==> config.mk <==
export PLATFORM = sky130hd
export DESIGN_NAME = mem
export DESIGN_NICKNAME = d
export VERILOG_FILES = /design/src/common/mem_pkg.sv /design/src/loadq/loadq.sv /design/src/mempipe/mempipe.sv /design/src/rtl/l1_array.sv /design/src/rtl/mem.sv
export SDC_FILE = /design/constraint.sdc
export NUM_CORES = 1
export LEC_CHECK = 0
export BUFFER_PORTS_ARGS = -buffer_cell sky130_fd_sc_hd__buf_4
export CORE_UTILIZATION = 45
export CTS_CLUSTER_DIAMETER = 150
export DETAILED_ROUTE_END_ITERATION = 10
export GPL_TIMING_DRIVEN = 0
export MAX_ROUTING_LAYER = met4
export PLACE_DENSITY = 0.72
export SETUP_SLACK_MARGIN = 0.02
export SYNTH_ARGS = -nofsm -noshare
export SYNTH_HDL_FRONTEND = slang
export SYNTH_SLANG_ARGS = --single-unit
==> constraint.sdc <==
create_clock -name clk -period 6.2 [get_ports clk]
set_input_delay 0.31 -clock clk [delete_from_list [all_inputs] [get_ports clk]]
set_output_delay 0.31 -clock clk [all_outputs]
set_load 0.01 [all_outputs]
==> src/common/mem_pkg.sv <==
package mem_pkg;

    // ======================================================================
    // widths
    // ======================================================================

    localparam int ADDR_W   = 16;  // word address.
    localparam int DATA_W   = 32;
    localparam int ROB_ID_W = 5;

    typedef logic [ADDR_W-1:0]   t_addr;
    typedef logic [DATA_W-1:0]   t_data;
    typedef logic [ROB_ID_W-1:0] t_rob_id;

    // ======================================================================
    // state machines
    // ======================================================================

    // load queue entry life cycle.
    typedef enum logic [2:0] {
        LQ_FREE,
        LQ_DISP,       // dispatched, address not known yet.
        LQ_READY,      // waiting for the pipe.
        LQ_INPIPE,
        LQ_WAIT_FILL   // missed, sleeps until a fill lands.
    } t_lq_state;

    // outcome of a load at mm3.
    typedef enum logic [1:0] {
        ACT_NONE,
        ACT_COMPLETE,
        ACT_REPLAY
    } t_pipe_action;

    // four-phase fill handshake.
    typedef enum logic [1:0] {
        FILL_IDLE,
        FILL_REQ,
        FILL_DROP      // written, waiting for ack to fall.
    } t_fill_state;

endpackage

==> src/loadq/loadq.sv <==
`timescale 1ns/1ns

module loadq #(
    parameter  int LQ_DEPTH = 8,
    localparam int IDX_W    = $clog2(LQ_DEPTH)
) (
    input  logic                 clk,
    input  logic                 reset,
    input  logic                 nuke_valid,

    input  logic                 disp_valid,
    input  mem_pkg::t_rob_id     disp_rob_id,
    output logic                 disp_ready,

    input  logic                 iss_valid,
    input  mem_pkg::t_rob_id     iss_rob_id,
    input  mem_pkg::t_addr       iss_addr,

    output logic                 pipe_req,
    output mem_pkg::t_rob_id     pipe_req_rob_id,
    output mem_pkg::t_addr       pipe_req_addr,
    output logic [IDX_W-1:0]     pipe_req_idx,
    input  logic                 pipe_gnt,

    input  logic                 valid_mm3,
    input  mem_pkg::t_pipe_action action_mm3,
    input  logic [IDX_W-1:0]     idx_mm3,
    input  logic                 fill_done
);

import mem_pkg::*;

t_lq_state            state_q   [LQ_DEPTH];
t_rob_id              rob_id_q  [LQ_DEPTH];
t_addr                addr_q    [LQ_DEPTH];
logic [LQ_DEPTH-1:0]  fill_seen_q;  // a fill landed while the entry was in the pipe.

logic [LQ_DEPTH-1:0]  free_vec;
logic [LQ_DEPTH-1:0]  free_left;
logic [LQ_DEPTH-1:0]  ready_vec;
logic [LQ_DEPTH-1:0]  iss_match;
logic [IDX_W-1:0]     alloc_idx;
logic [IDX_W-1:0]     sel_idx;
logic                 disp_fire;
logic                 gnt_fire;

// ======================================================================
// entry scan and arbitration
// ======================================================================

always_comb begin
    free_vec  = '0;
    ready_vec = '0;
    iss_match = '0;
    for (int i = 0; i < LQ_DEPTH; i++) begin
        free_vec[i]  = (state_q[i] == LQ_FREE);
        ready_vec[i] = (state_q[i] == LQ_READY);
        iss_match[i] = iss_valid && (state_q[i] == LQ_DISP) && (rob_id_q[i] == iss_rob_id);
    end
end

// lowest index wins, both for allocation and for the pipe.
always_comb begin
    alloc_idx = '0;
    sel_idx   = '0;
    for (int i = LQ_DEPTH - 1; i >= 0; i--) begin
        if (free_vec[i]) begin
            alloc_idx = IDX_W'(i);
        end
        if (ready_vec[i]) begin
            sel_idx = IDX_W'(i);
        end
    end
end

assign disp_fire       = disp_valid && disp_ready;
assign gnt_fire        = pipe_req && pipe_gnt;
assign pipe_req        = |ready_vec;
assign pipe_req_rob_id = rob_id_q[sel_idx];
assign pipe_req_addr   = addr_q[sel_idx];
assign pipe_req_idx    = sel_idx;

always_comb begin
    free_left = free_vec;
    if (disp_fire) begin
        free_left[alloc_idx] = 1'b0;
    end
end

// ready next cycle if any entry is free after this edge.
always_ff @(posedge clk) begin
    if (reset) begin
        disp_ready <= 1'b0;
    end else begin
        disp_ready <= nuke_valid || (|free_left) ||
                      (valid_mm3 && action_mm3 == ACT_COMPLETE);
    end
end

// ======================================================================
// entry state
// ======================================================================

always_ff @(posedge clk) begin
    for (int i = 0; i < LQ_DEPTH; i++) begin
        if (reset || nuke_valid) begin
            state_q[i]     <= LQ_FREE;
            fill_seen_q[i] <= 1'b0;
        end else begin
            case (state_q[i])
                LQ_FREE: begin
                    if (disp_fire && alloc_idx == IDX_W'(i)) begin
                        state_q[i] <= LQ_DISP;
                    end
                end
                LQ_DISP: begin
                    if (iss_match[i]) begin
                        state_q[i] <= LQ_READY;
                    end
                end
                LQ_READY: begin
                    if (gnt_fire && sel_idx == IDX_W'(i)) begin
                        state_q[i]     <= LQ_INPIPE;
                        fill_seen_q[i] <= 1'b0;
                    end
                end
                LQ_INPIPE: begin
                    if (fill_done) begin
                        fill_seen_q[i] <= 1'b1;
                    end
                    if (valid_mm3 && idx_mm3 == IDX_W'(i)) begin
                        if (action_mm3 == ACT_COMPLETE) begin
                            state_q[i] <= LQ_FREE;
                        end else if (action_mm3 == ACT_REPLAY) begin
                            // the read may predate a fill, so retry at once.
                            state_q[i] <= (fill_seen_q[i] || fill_done) ? LQ_READY
                                                                        : LQ_WAIT_FILL;
                        end
                    end
                end
                LQ_WAIT_FILL: begin
                    if (fill_done) begin
                        state_q[i] <= LQ_READY;  // any fill wakes every sleeper.
                    end
                end
                default: state_q[i] <= LQ_FREE;
            endcase
        end
    end
end

always_ff @(posedge clk) begin
    for (int i = 0; i < LQ_DEPTH; i++) begin
        if (disp_fire && free_vec[i] && alloc_idx == IDX_W'(i)) begin
            rob_id_q[i] <= disp_rob_id;
        end
        if (iss_match[i]) begin
            addr_q[i] <= iss_addr;
        end
    end
end

a_iss_one_match: assert property (@(posedge clk) disable iff (reset)
    iss_valid && !nuke_valid |-> $onehot(iss_match));

// registered ready must agree with the entries of this cycle.
a_disp_has_room: assert property (@(posedge clk) disable iff (reset)
    disp_valid && disp_ready |-> |free_vec);

endmodule

==> src/mempipe/mempipe.sv <==
`timescale 1ns/1ns

module mempipe #(
    parameter  int LQ_DEPTH = 8,
    parameter  int L1_SETS  = 16,
    localparam int IDX_W    = $clog2(LQ_DEPTH),
    localparam int INDEX_W  = $clog2(L1_SETS),
    localparam int TAG_W    = mem_pkg::ADDR_W - INDEX_W
) (
    input  logic                  clk,
    input  logic                  reset,
    input  logic                  nuke_valid,

    input  logic                  pipe_req,
    input  mem_pkg::t_rob_id      pipe_req_rob_id,
    input  mem_pkg::t_addr        pipe_req_addr,
    input  logic [IDX_W-1:0]      pipe_req_idx,
    output logic                  pipe_gnt,
    input  logic                  fill_write,

    output logic                  rd_en,
    output mem_pkg::t_addr        rd_addr,
    input  logic [TAG_W-1:0]      rd_tag,
    input  logic                  rd_valid,
    input  mem_pkg::t_data        rd_data,

    output logic                  valid_mm3,
    output mem_pkg::t_pipe_action action_mm3,
    output logic [IDX_W-1:0]      idx_mm3,

    output logic                  complete_valid,
    output mem_pkg::t_rob_id      complete_rob_id,
    output mem_pkg::t_data        complete_data,

    output logic                  miss_valid,
    output mem_pkg::t_addr        miss_addr
);

import mem_pkg::*;

logic             take_mm0;

logic             valid_mm1;
t_rob_id          rob_id_mm1;
t_addr            addr_mm1;
logic [IDX_W-1:0] idx_mm1;

logic             valid_mm2;
t_rob_id          rob_id_mm2;
t_addr            addr_mm2;
logic [IDX_W-1:0] idx_mm2;
logic [TAG_W-1:0] tag_mm2;
logic             tag_valid_mm2;
t_data            data_mm2;
logic             hit_mm2;

// ======================================================================
// mm0: grant and array read
// ======================================================================

assign pipe_gnt = !fill_write;  // array port belongs to the fill this cycle.
assign take_mm0 = pipe_req && pipe_gnt;
assign rd_en    = take_mm0;
assign rd_addr  = pipe_req_addr;

// ======================================================================
// mm1 to mm3
// ======================================================================

assign hit_mm2 = tag_valid_mm2 && (tag_mm2 == addr_mm2[ADDR_W-1:INDEX_W]);

always_ff @(posedge clk) begin
    if (reset || nuke_valid) begin
        valid_mm1      <= 1'b0;
        valid_mm2      <= 1'b0;
        valid_mm3      <= 1'b0;
        action_mm3     <= ACT_NONE;
        complete_valid <= 1'b0;
        miss_valid     <= 1'b0;
    end else begin
        valid_mm1      <= take_mm0;
        valid_mm2      <= valid_mm1;
        valid_mm3      <= valid_mm2;
        action_mm3     <= !valid_mm2 ? ACT_NONE :
                          hit_mm2    ? ACT_COMPLETE : ACT_REPLAY;
        complete_valid <= valid_mm2 && hit_mm2;
        miss_valid     <= valid_mm2 && !hit_mm2;
    end
end

// payload follows the valids.
always_ff @(posedge clk) begin
    rob_id_mm1      <= pipe_req_rob_id;
    addr_mm1        <= pipe_req_addr;
    idx_mm1         <= pipe_req_idx;

    rob_id_mm2      <= rob_id_mm1;
    addr_mm2        <= addr_mm1;
    idx_mm2         <= idx_mm1;
    tag_mm2         <= rd_tag;     // array output is registered already.
    tag_valid_mm2   <= rd_valid;
    data_mm2        <= rd_data;

    idx_mm3         <= idx_mm2;
    complete_rob_id <= rob_id_mm2;
    complete_data   <= data_mm2;
    miss_addr       <= addr_mm2;
end

// no load may enter mm1 out of a fill-write cycle.
a_no_gnt_on_fill: assert property (@(posedge clk) disable iff (reset)
    fill_write |=> !valid_mm1);

endmodule

==> src/rtl/l1_array.sv <==
`timescale 1ns/1ns

module l1_array #(
    parameter  int L1_SETS = 16,
    localparam int INDEX_W = $clog2(L1_SETS),
    localparam int TAG_W   = mem_pkg::ADDR_W - INDEX_W
) (
    input  logic             clk,
    input  logic             reset,

    input  logic             rd_en,
    input  mem_pkg::t_addr   rd_addr,
    output logic [TAG_W-1:0] rd_tag,
    output logic             rd_valid,
    output mem_pkg::t_data   rd_data,

    input  logic             miss_valid,
    input  mem_pkg::t_addr   miss_addr,
    output logic             fill_write,
    output logic             fill_done,

    output logic             fill_req,
    output mem_pkg::t_addr   fill_addr,
    input  logic             fill_ack,
    input  mem_pkg::t_data   fill_data
);

import mem_pkg::*;

logic [L1_SETS-1:0] valid_q;
logic [TAG_W-1:0]   tag_q  [L1_SETS];
t_data              data_q [L1_SETS];

t_fill_state        fill_state;
logic               miss_pend;  // miss seen while ack was still high.
logic [INDEX_W-1:0] rd_index;
logic [INDEX_W-1:0] fill_index;

assign rd_index   = rd_addr[INDEX_W-1:0];
assign fill_index = fill_addr[INDEX_W-1:0];

// ======================================================================
// storage
// ======================================================================

always_ff @(posedge clk) begin
    if (rd_en) begin
        rd_tag   <= tag_q[rd_index];
        rd_valid <= valid_q[rd_index];
        rd_data  <= data_q[rd_index];
    end
end

always_ff @(posedge clk) begin
    if (reset) begin
        valid_q <= '0;
    end else if (fill_write) begin
        valid_q[fill_index] <= 1'b1;
    end
end

always_ff @(posedge clk) begin
    if (fill_write) begin
        tag_q[fill_index]  <= fill_addr[ADDR_W-1:INDEX_W];
        data_q[fill_index] <= fill_data;
    end
end

// ======================================================================
// fill handshake
// ======================================================================

assign fill_req   = (fill_state == FILL_REQ);
assign fill_write = fill_req && fill_ack;  // line lands on the ack edge.
assign fill_done  = fill_write;

always_ff @(posedge clk) begin
    if (reset) begin
        fill_state <= FILL_IDLE;
        miss_pend  <= 1'b0;
    end else begin
        case (fill_state)
            FILL_IDLE: begin
                if (miss_valid) begin
                    fill_state <= FILL_REQ;
                end
            end
            FILL_REQ: begin
                if (fill_ack) begin
                    fill_state <= FILL_DROP;
                end
            end
            FILL_DROP: begin
                if (!fill_ack) begin
                    // a late miss goes out as soon as the port is quiet.
                    fill_state <= (miss_pend || miss_valid) ? FILL_REQ : FILL_IDLE;
                    miss_pend  <= 1'b0;
                end else if (miss_valid) begin
                    miss_pend <= 1'b1;
                end
            end
            default: fill_state <= FILL_IDLE;
        endcase
    end
end

// misses during a request are dropped, the coming fill wakes them.
always_ff @(posedge clk) begin
    if (miss_valid && fill_state != FILL_REQ) begin
        fill_addr <= miss_addr;
    end
end

a_fill_addr_stable: assert property (@(posedge clk) disable iff (reset)
    fill_req |=> !fill_req || $stable(fill_addr));

endmodule

==> src/rtl/mem.sv <==
`timescale 1ns/1ns

module mem #(
    parameter int LQ_DEPTH = 8,
    parameter int L1_SETS  = 16
) (
    input  logic             clk,
    input  logic             reset,

    input  logic             disp_valid,
    input  mem_pkg::t_rob_id disp_rob_id,
    output logic             disp_ready,

    input  logic             iss_valid,
    input  mem_pkg::t_rob_id iss_rob_id,
    input  mem_pkg::t_addr   iss_addr,

    input  logic             nuke_valid,

    output logic             complete_valid,
    output mem_pkg::t_rob_id complete_rob_id,
    output mem_pkg::t_data   complete_data,

    output logic             fill_req,
    output mem_pkg::t_addr   fill_addr,
    input  logic             fill_ack,
    input  mem_pkg::t_data   fill_data
);

import mem_pkg::*;

localparam int IDX_W = $clog2(LQ_DEPTH);
localparam int TAG_W = ADDR_W - $clog2(L1_SETS);

// queue to pipe.
logic             pipe_req;
t_rob_id          pipe_req_rob_id;
t_addr            pipe_req_addr;
logic [IDX_W-1:0] pipe_req_idx;
logic             pipe_gnt;

// pipe back to queue.
logic             valid_mm3;
t_pipe_action     action_mm3;
logic [IDX_W-1:0] idx_mm3;

// pipe to array.
logic             rd_en;
t_addr            rd_addr;
logic [TAG_W-1:0] rd_tag;
logic             rd_valid;
t_data            rd_data;
logic             miss_valid;
t_addr            miss_addr;
logic             fill_write;
logic             fill_done;

loadq #(.LQ_DEPTH(LQ_DEPTH)) i_loadq (
    .clk,
    .reset,
    .nuke_valid,
    .disp_valid,
    .disp_rob_id,
    .disp_ready,
    .iss_valid,
    .iss_rob_id,
    .iss_addr,
    .pipe_req,
    .pipe_req_rob_id,
    .pipe_req_addr,
    .pipe_req_idx,
    .pipe_gnt,
    .valid_mm3,
    .action_mm3,
    .idx_mm3,
    .fill_done
);

mempipe #(.LQ_DEPTH(LQ_DEPTH), .L1_SETS(L1_SETS)) i_mempipe (
    .clk,
    .reset,
    .nuke_valid,
    .pipe_req,
    .pipe_req_rob_id,
    .pipe_req_addr,
    .pipe_req_idx,
    .pipe_gnt,
    .fill_write,
    .rd_en,
    .rd_addr,
    .rd_tag,
    .rd_valid,
    .rd_data,
    .valid_mm3,
    .action_mm3,
    .idx_mm3,
    .complete_valid,
    .complete_rob_id,
    .complete_data,
    .miss_valid,
    .miss_addr
);

l1_array #(.L1_SETS(L1_SETS)) i_l1_array (
    .clk,
    .reset,
    .rd_en,
    .rd_addr,
    .rd_tag,
    .rd_valid,
    .rd_data,
    .miss_valid,
    .miss_addr,
    .fill_write,
    .fill_done,
    .fill_req,
    .fill_addr,
    .fill_ack,
    .fill_data
);

endmodule

Word-level counts from Yosys, hierarchy flattened:

Memories as Yosys holds them, arrays and structs flattened. A register that Yosys moved wholly into a read port is not among the register bits.
Cells that the tools add are included.

* latch bits: 0
* logic and storage cells: 689
* register bits after elaboration: 196
* memories kept: 5
* memory bits (writable): 896
* bits of input ports: 64
* ROM bits: 0

* shifts and indexed selects: 0
* equality and inequality tests: 87
* divide/modulo/power cells: 0
* $lt $le $gt $ge: 5
* mux-type cells: 372
* reductions and logical operators: 128
* multiply operators: 0
* add/sub/neg operators: 0
* bitwise logic cells: 60

Memories
* i_l1_array.data_q: words 16, bits a word 32, rd ports 1, clocked after Yosys merged registers in 1, write ports 1, line l1_array.sv:32 `t_data data_q [L1_SETS];`
* i_l1_array.tag_q: words 16, bits a word 12, rd ports 1, clocked after Yosys merged registers in 1, write ports 1, line l1_array.sv:31 `logic [TAG_W-1:0] tag_q [L1_SETS];`
* i_loadq.addr_q: words 8, bits a word 16, rd ports 1, clocked after Yosys merged registers in 0, write ports 8, line loadq.sv:35 `t_addr addr_q [LQ_DEPTH];`
* i_loadq.rob_id_q: words 8, bits a word 5, rd ports 9, clocked after Yosys merged registers in 1, write ports 1, line loadq.sv:34 `t_rob_id rob_id_q [LQ_DEPTH];`
* i_loadq.state_q: words 8, bits a word 3, rd ports 8, clocked after Yosys merged registers in 0, write ports 8, line loadq.sv:33 `t_lq_state state_q [LQ_DEPTH];`

Operators by type and width (number)
* two-way mux 1 bit: 261
* two-way mux 3 bit: 87
* OR reduction 5 bit: 15
* == test 3 x 2 -> 1 bit, second input constant: 22
* logical AND 1 bit: 66
* == test 3 bit, second input constant: 20
* OR 1 bit: 56
* == test 5 bit: 8
* two-way mux 5 bit: 7
* == test 3 x 1 -> 1 bit, second input constant: 11
* zero test 3 bit: 11
* AND reduction 3 bit: 9
* != test 2 bit, second input constant: 11
* != test 2 x 1 -> 1 bit, second input constant: 10
* OR 16 bit: 1
* one-hot mux 1 bit (2 select lines): 8
* nonzero test 2 bit: 8
* OR reduction 8 bit: 2
* == test 12 bit: 1
* logical OR 1 bit: 12
* < comparator 4 x 5 -> 1 bit, second input constant: 2
* AND 8 bit: 1
* two-way mux 2 bit: 4
* two-way mux 8 bit: 1
* other kinds (15): 18

Logic depth before layout (Yosys ltp):

An unclocked memory read counts as a cell.

* depth in word-level cells: 23
* gate-level depth with buffers: 14
* depth with buffers taken out: 11

Hierarchy:

A second synthesis with hierarchy kept.

* cell total of the unflattened synthesis: 2294
* area total of the unflattened synthesis: 42743.5 µm²

Modules (own cells, without submodules)
* l1_array: seq. area each 23352.4 µm², instances 1, area each 29394.4 µm², cells an instance 1238
* loadq: seq. area each 5945.7 µm², instances 1, area each 9909.5 µm², cells an instance 857
* mempipe: seq. area each 3123.0 µm², instances 1, area each 3439.5 µm², cells an instance 199

Least setup slack after synthesis:

Ideal clock, no wire load.

* kind: reg2reg
* start point: reg i_l1_array.fill_state[0]
* end point: mem i_l1_array.data_q[8][0] in the netlist's numbering (enable)
* stages on the path, launching flop included: 6
* arrival time: 4477 ps
* buffers on the path: 1
* required time: 5698 ps
* slack: 1221 ps
* library setup time: 502 ps
* period minus slack after synthesis: 4979 ps
* cell sequence: dfxtp_1 nor2b_1 and2_1 buf_1 nand3b_1 nor3_1

* longest elaborated chain between the ends: 4

RTL lines
* start, declared: line l1_array.sv:34 `t_fill_state fill_state;`
* start signal, assigned: line l1_array.sv:96 `fill_state <= (miss_pend || miss_valid) ? FILL_REQ : FILL_IDLE;`
* == test 2 x 1 -> 1 bit: line l1_array.sv:73 `assign fill_req = (fill_state == FILL_REQ);`
* net fill_req: line mem.sv:24 `output logic fill_req,`
* logical AND 1 bit: line l1_array.sv:74 `assign fill_write = fill_req && fill_ack;`
* two-way mux 1 bit: line l1_array.sv:63 `if (fill_write) begin`
* two-way mux 1 bit (implied by the code): line l1_array.sv:65 `data_q[fill_index] <= fill_data;`
* end, declared: line l1_array.sv:32

The timed path passes the listed nets, and every way through them passes these cells.

==> results.tsv <==
stage	metric	value	unit
yosys	synth.largest_area_cell	edfxtp_1	
global_route	antenna_found_initial	2	
pwr	clockPowerShare	0.348	
critical_path	setup.worst_path.class	flip-flop to flip-flop	
placement	place_hpwl	66700	um
yosys	synthXorXnorAreaFrac	0.0112	
cells_and_area	drive_gt1_frac	0.143	
timing	relSlewSlack	0.204	
cts	cts_tree	done	
yosys	yosys-top-cells-area	edfxtp_1, dfxtp_1, nand2_1	
run	cap_viol_max_count	0	
floorplanning	fp.dieArea	95100	um2
yosys	muxShareOfSynthArea	0.0430	
yosys	synth-compound-area-share	0.0577	
yosys	synth_top_area_frac	0.680	
critical_path	crit_chain	nor3b_1 -> or4_1 -> buf_2 -> nand2_4 -> inv_2 -> a221o_1 -> and2_1 -> buf_2 -> clkbuf_1 -> clkbuf_1 -> nand2_1 -> a32oi_1 -> and4_1	
pwr	switching_share	0.270	
yosys	synth_most_common_cell	edfxtp_1	
yosys	synth_seq_cells	1141	
drt	vias	24986	
floorplanning	start_util	0.457	
yosys	netlist_top_cells_count	edfxtp_1, nand2_1, dfxtp_1	
yosys	synthAdderAreaFrac	0.000237	
yosys	synth_top_family_by_area	simple AND/OR/NAND/NOR gates	
placement	port_buffers	114	
yosys	synthCells	2770	
cts	holdBufCountCts	54	
drt	drt_iter0_drc	3091	
drt	viasPerCell	5.63	
pwr	p_comb_frac	0.170	
critical_path	path_max_fanout	10	
yosys	synth_nets	2834	
pwr	p_leak	17.1	nW
critical_path	crit_path_top_delay_cell	clkbuf_1	
drt	wl_per_cell	22.8	um
yosys	synth_edf_count	957	
global_route	grt_remaining_overflow	0	
yosys	synth-main-ff-cell	edfxtp_1	
pwr	ir_drop	0.269	mV
floorplanning	ios	120	
global_route	grt_pass1_vias	24895	
yosys	netlist_area	42200	um2
cts	clockRootBuffer	clkbuf_16	
timing	timing.fmax	208	MHz
cells_and_area	final_nets	3165	
drt	first_pass_iters	6	
timing	tightestPinTransition	1190	ps
floorplanning	die_x	308	um
timing	holdWs	90.4	ps
global_route	grt_max_degree	26	
timing	setup_viol	0	
cells_and_area	instances_no_fill	4440	
yosys	yosys.area_share.simple	0.103	
cts	clk_latency	700	ps
yosys	netlist-cell-type-count	77	
cts	clk_pin_slew	60	ps
cells_and_area	final_util	0.539	
yosys	avgSynthCellArea	15.2	um2
cts	clockBufferDepth	3	
pwr	p_seq_frac	0.482	
critical_path	cp-end-kind	flip-flop	
hold_path	hp-class	primary input to flip-flop	
critical_path	required	6730	ps
global_route	grt_util_all_layers	0.219	
drt	drt_wl_total	101000	um
cts	cts_max_level	3	
critical_path	cp.arrival	5330	ps
pwr	power_switching	5.15	mW
timing	hold_viol	0	
floorplanning	die_h	308	um
pwr	internal-power	13.9	mW
timing	fin_crit_sh	0.775	
timing	rsz0062_at_grt	false	
global_route	grt_pass1_wl	150000	um
placement	routabilityCongestion	0.936	
drt	antenna_left	0	
floorplanning	core_region_area	92400	um2
cells_and_area	area_delta_synth_final	17.9	%
timing	fin_worst_skew	47.7	ps
timing	tns	0	ps
cts	clkSinkCount	1141	
cts	ctsResizeCount	0	
cts	post_cts_buffers	0	
floorplanning	row_count	111	
pwr	p_per_area	384	nW/um2
critical_path	cp_slowest_stage_delay	680	ps
yosys	yosysSeqAreaShare	0.768	
critical_path	crit_path_start_kind	flip-flop	
drt	drc	0	
placement	placed_cells	4179	
outcome	outcome	finished, final reports clean	
timing	period_needed	4800	ps
yosys	async_flop_share	0	
timing	final_max_slew_viol_count	0	
cts	cts_buffers	109	
yosys	yosys_warnings	0	
[cell families after synthesis]
group,after synthesis
flip-flops,1141
AND/OR/NAND/NOR,926
AO/OA/AOI/OAI,314
multiplexers,181
buffers and inverters,153
XOR/XNOR,54
adder cells (fa/ha/maj),1
[critical path: cells and delay by family (launching register included)]
family	cells	cell delay (ps)
simple gates	6	1510
flops	1	500
buf+inv	5	2120
compound gates	2	500
[flip-flops by register name, summed over array words and instances (netlist names), 24 cells and up]
register,cells
i_l1_array.data_q,512
i_loadq.rob_id_q,40
i_loadq.addr_q,128
i_mempipe.complete_data,32
i_l1_array.rd_data,32
i_l1_array.tag_q,192
i_mempipe.data_mm2,32
i_loadq.state_q,24
[stage by stage]
| stage | setup slack [ps] | cell area (um2) | total power, mW |
|---|---|---|---|
| global route | 1360 | 49800 | 19.7 |
| global placement | -2530 | 44600 | 12.5 |
| floorplan | 1220 | 42200 | 11.2 |
| detailed placement | 1350 | 45600 | 12.6 |
| CTS | 1300 | 49800 | 19.2 |
| finish | 1400 | 49800 | 19.1 |
[power groups by stage]
| stage | clock (mW) | sequential [mW] | combinational, mW |
|---|---|---|---|
| finish | 6.65 | 9.20 | 3.25 |
| global route | 7.02 | 9.25 | 3.46 |
| CTS | 6.71 | 9.21 | 3.24 |
| detailed placement | 0 | 9.36 | 3.19 |
| global placement | 0 | 9.35 | 3.11 |
| floorplan | 0 | 9.35 | 1.84 |
[layout by cell type (no fill, tap or decap), drive strengths merged, types with 45 or more instances in the layout]
cell type    synthesis  final
edfxtp             957    957
dfxtp              184    184
nand2              536    536
nand3              105    105
and4                45     45
buf                 76    242
clkbuf              66    215
dlygate4sd3          0     54
mux2i              180    180
a32oi              180    180
nor2                94     94
[per-layer routing]
layer / vias up / share of wire / GRT usage
met5: - / 0 / -
met4: 0 / 0.027 / 0.0643
met3: 223 / 0.088 / 0.0446
met2: 1168 / 0.49 / 0.352
met1: 12384 / 0.40 / 0.280
li1: 11211 / - / -
[final timing paths]
path,slack (ps),end,cells past startpoint,from
worst max-delay path,1400,i_l1_array.rd_tag[3]$_DFFE_PP_,13,i_loadq.state_q[1][2]$_SDFFCE_PP0P_
worst min-delay path,90,i_loadq.disp_ready$_SDFF_PP0_,5,nuke_valid
worst max register to register,1400,i_l1_array.rd_tag[3]$_DFFE_PP_,13,i_loadq.state_q[1][2]$_SDFFCE_PP0P_
worst min register to register,310,i_mempipe.idx_mm2[0]$_DFF_P_,0,i_mempipe.idx_mm1[0]$_DFF_P_
[area by class of cell]
class / count / area, um2
Tap cell: 1243 / 1560
Multi-Input combinational cell: 1476 / 9230
Timing Repair Buffer: 220 / 2190
Fill cell: 7220 / 42600
Sequential cell: 1141 / 32400
Antenna cell: 2 / 5.00
Inverter: 11 / 47.5
Buffer: 142 / 694
Clock inverter: 56 / 587
Clock buffer: 149 / 3060
(Power assumes the default switching activity.)
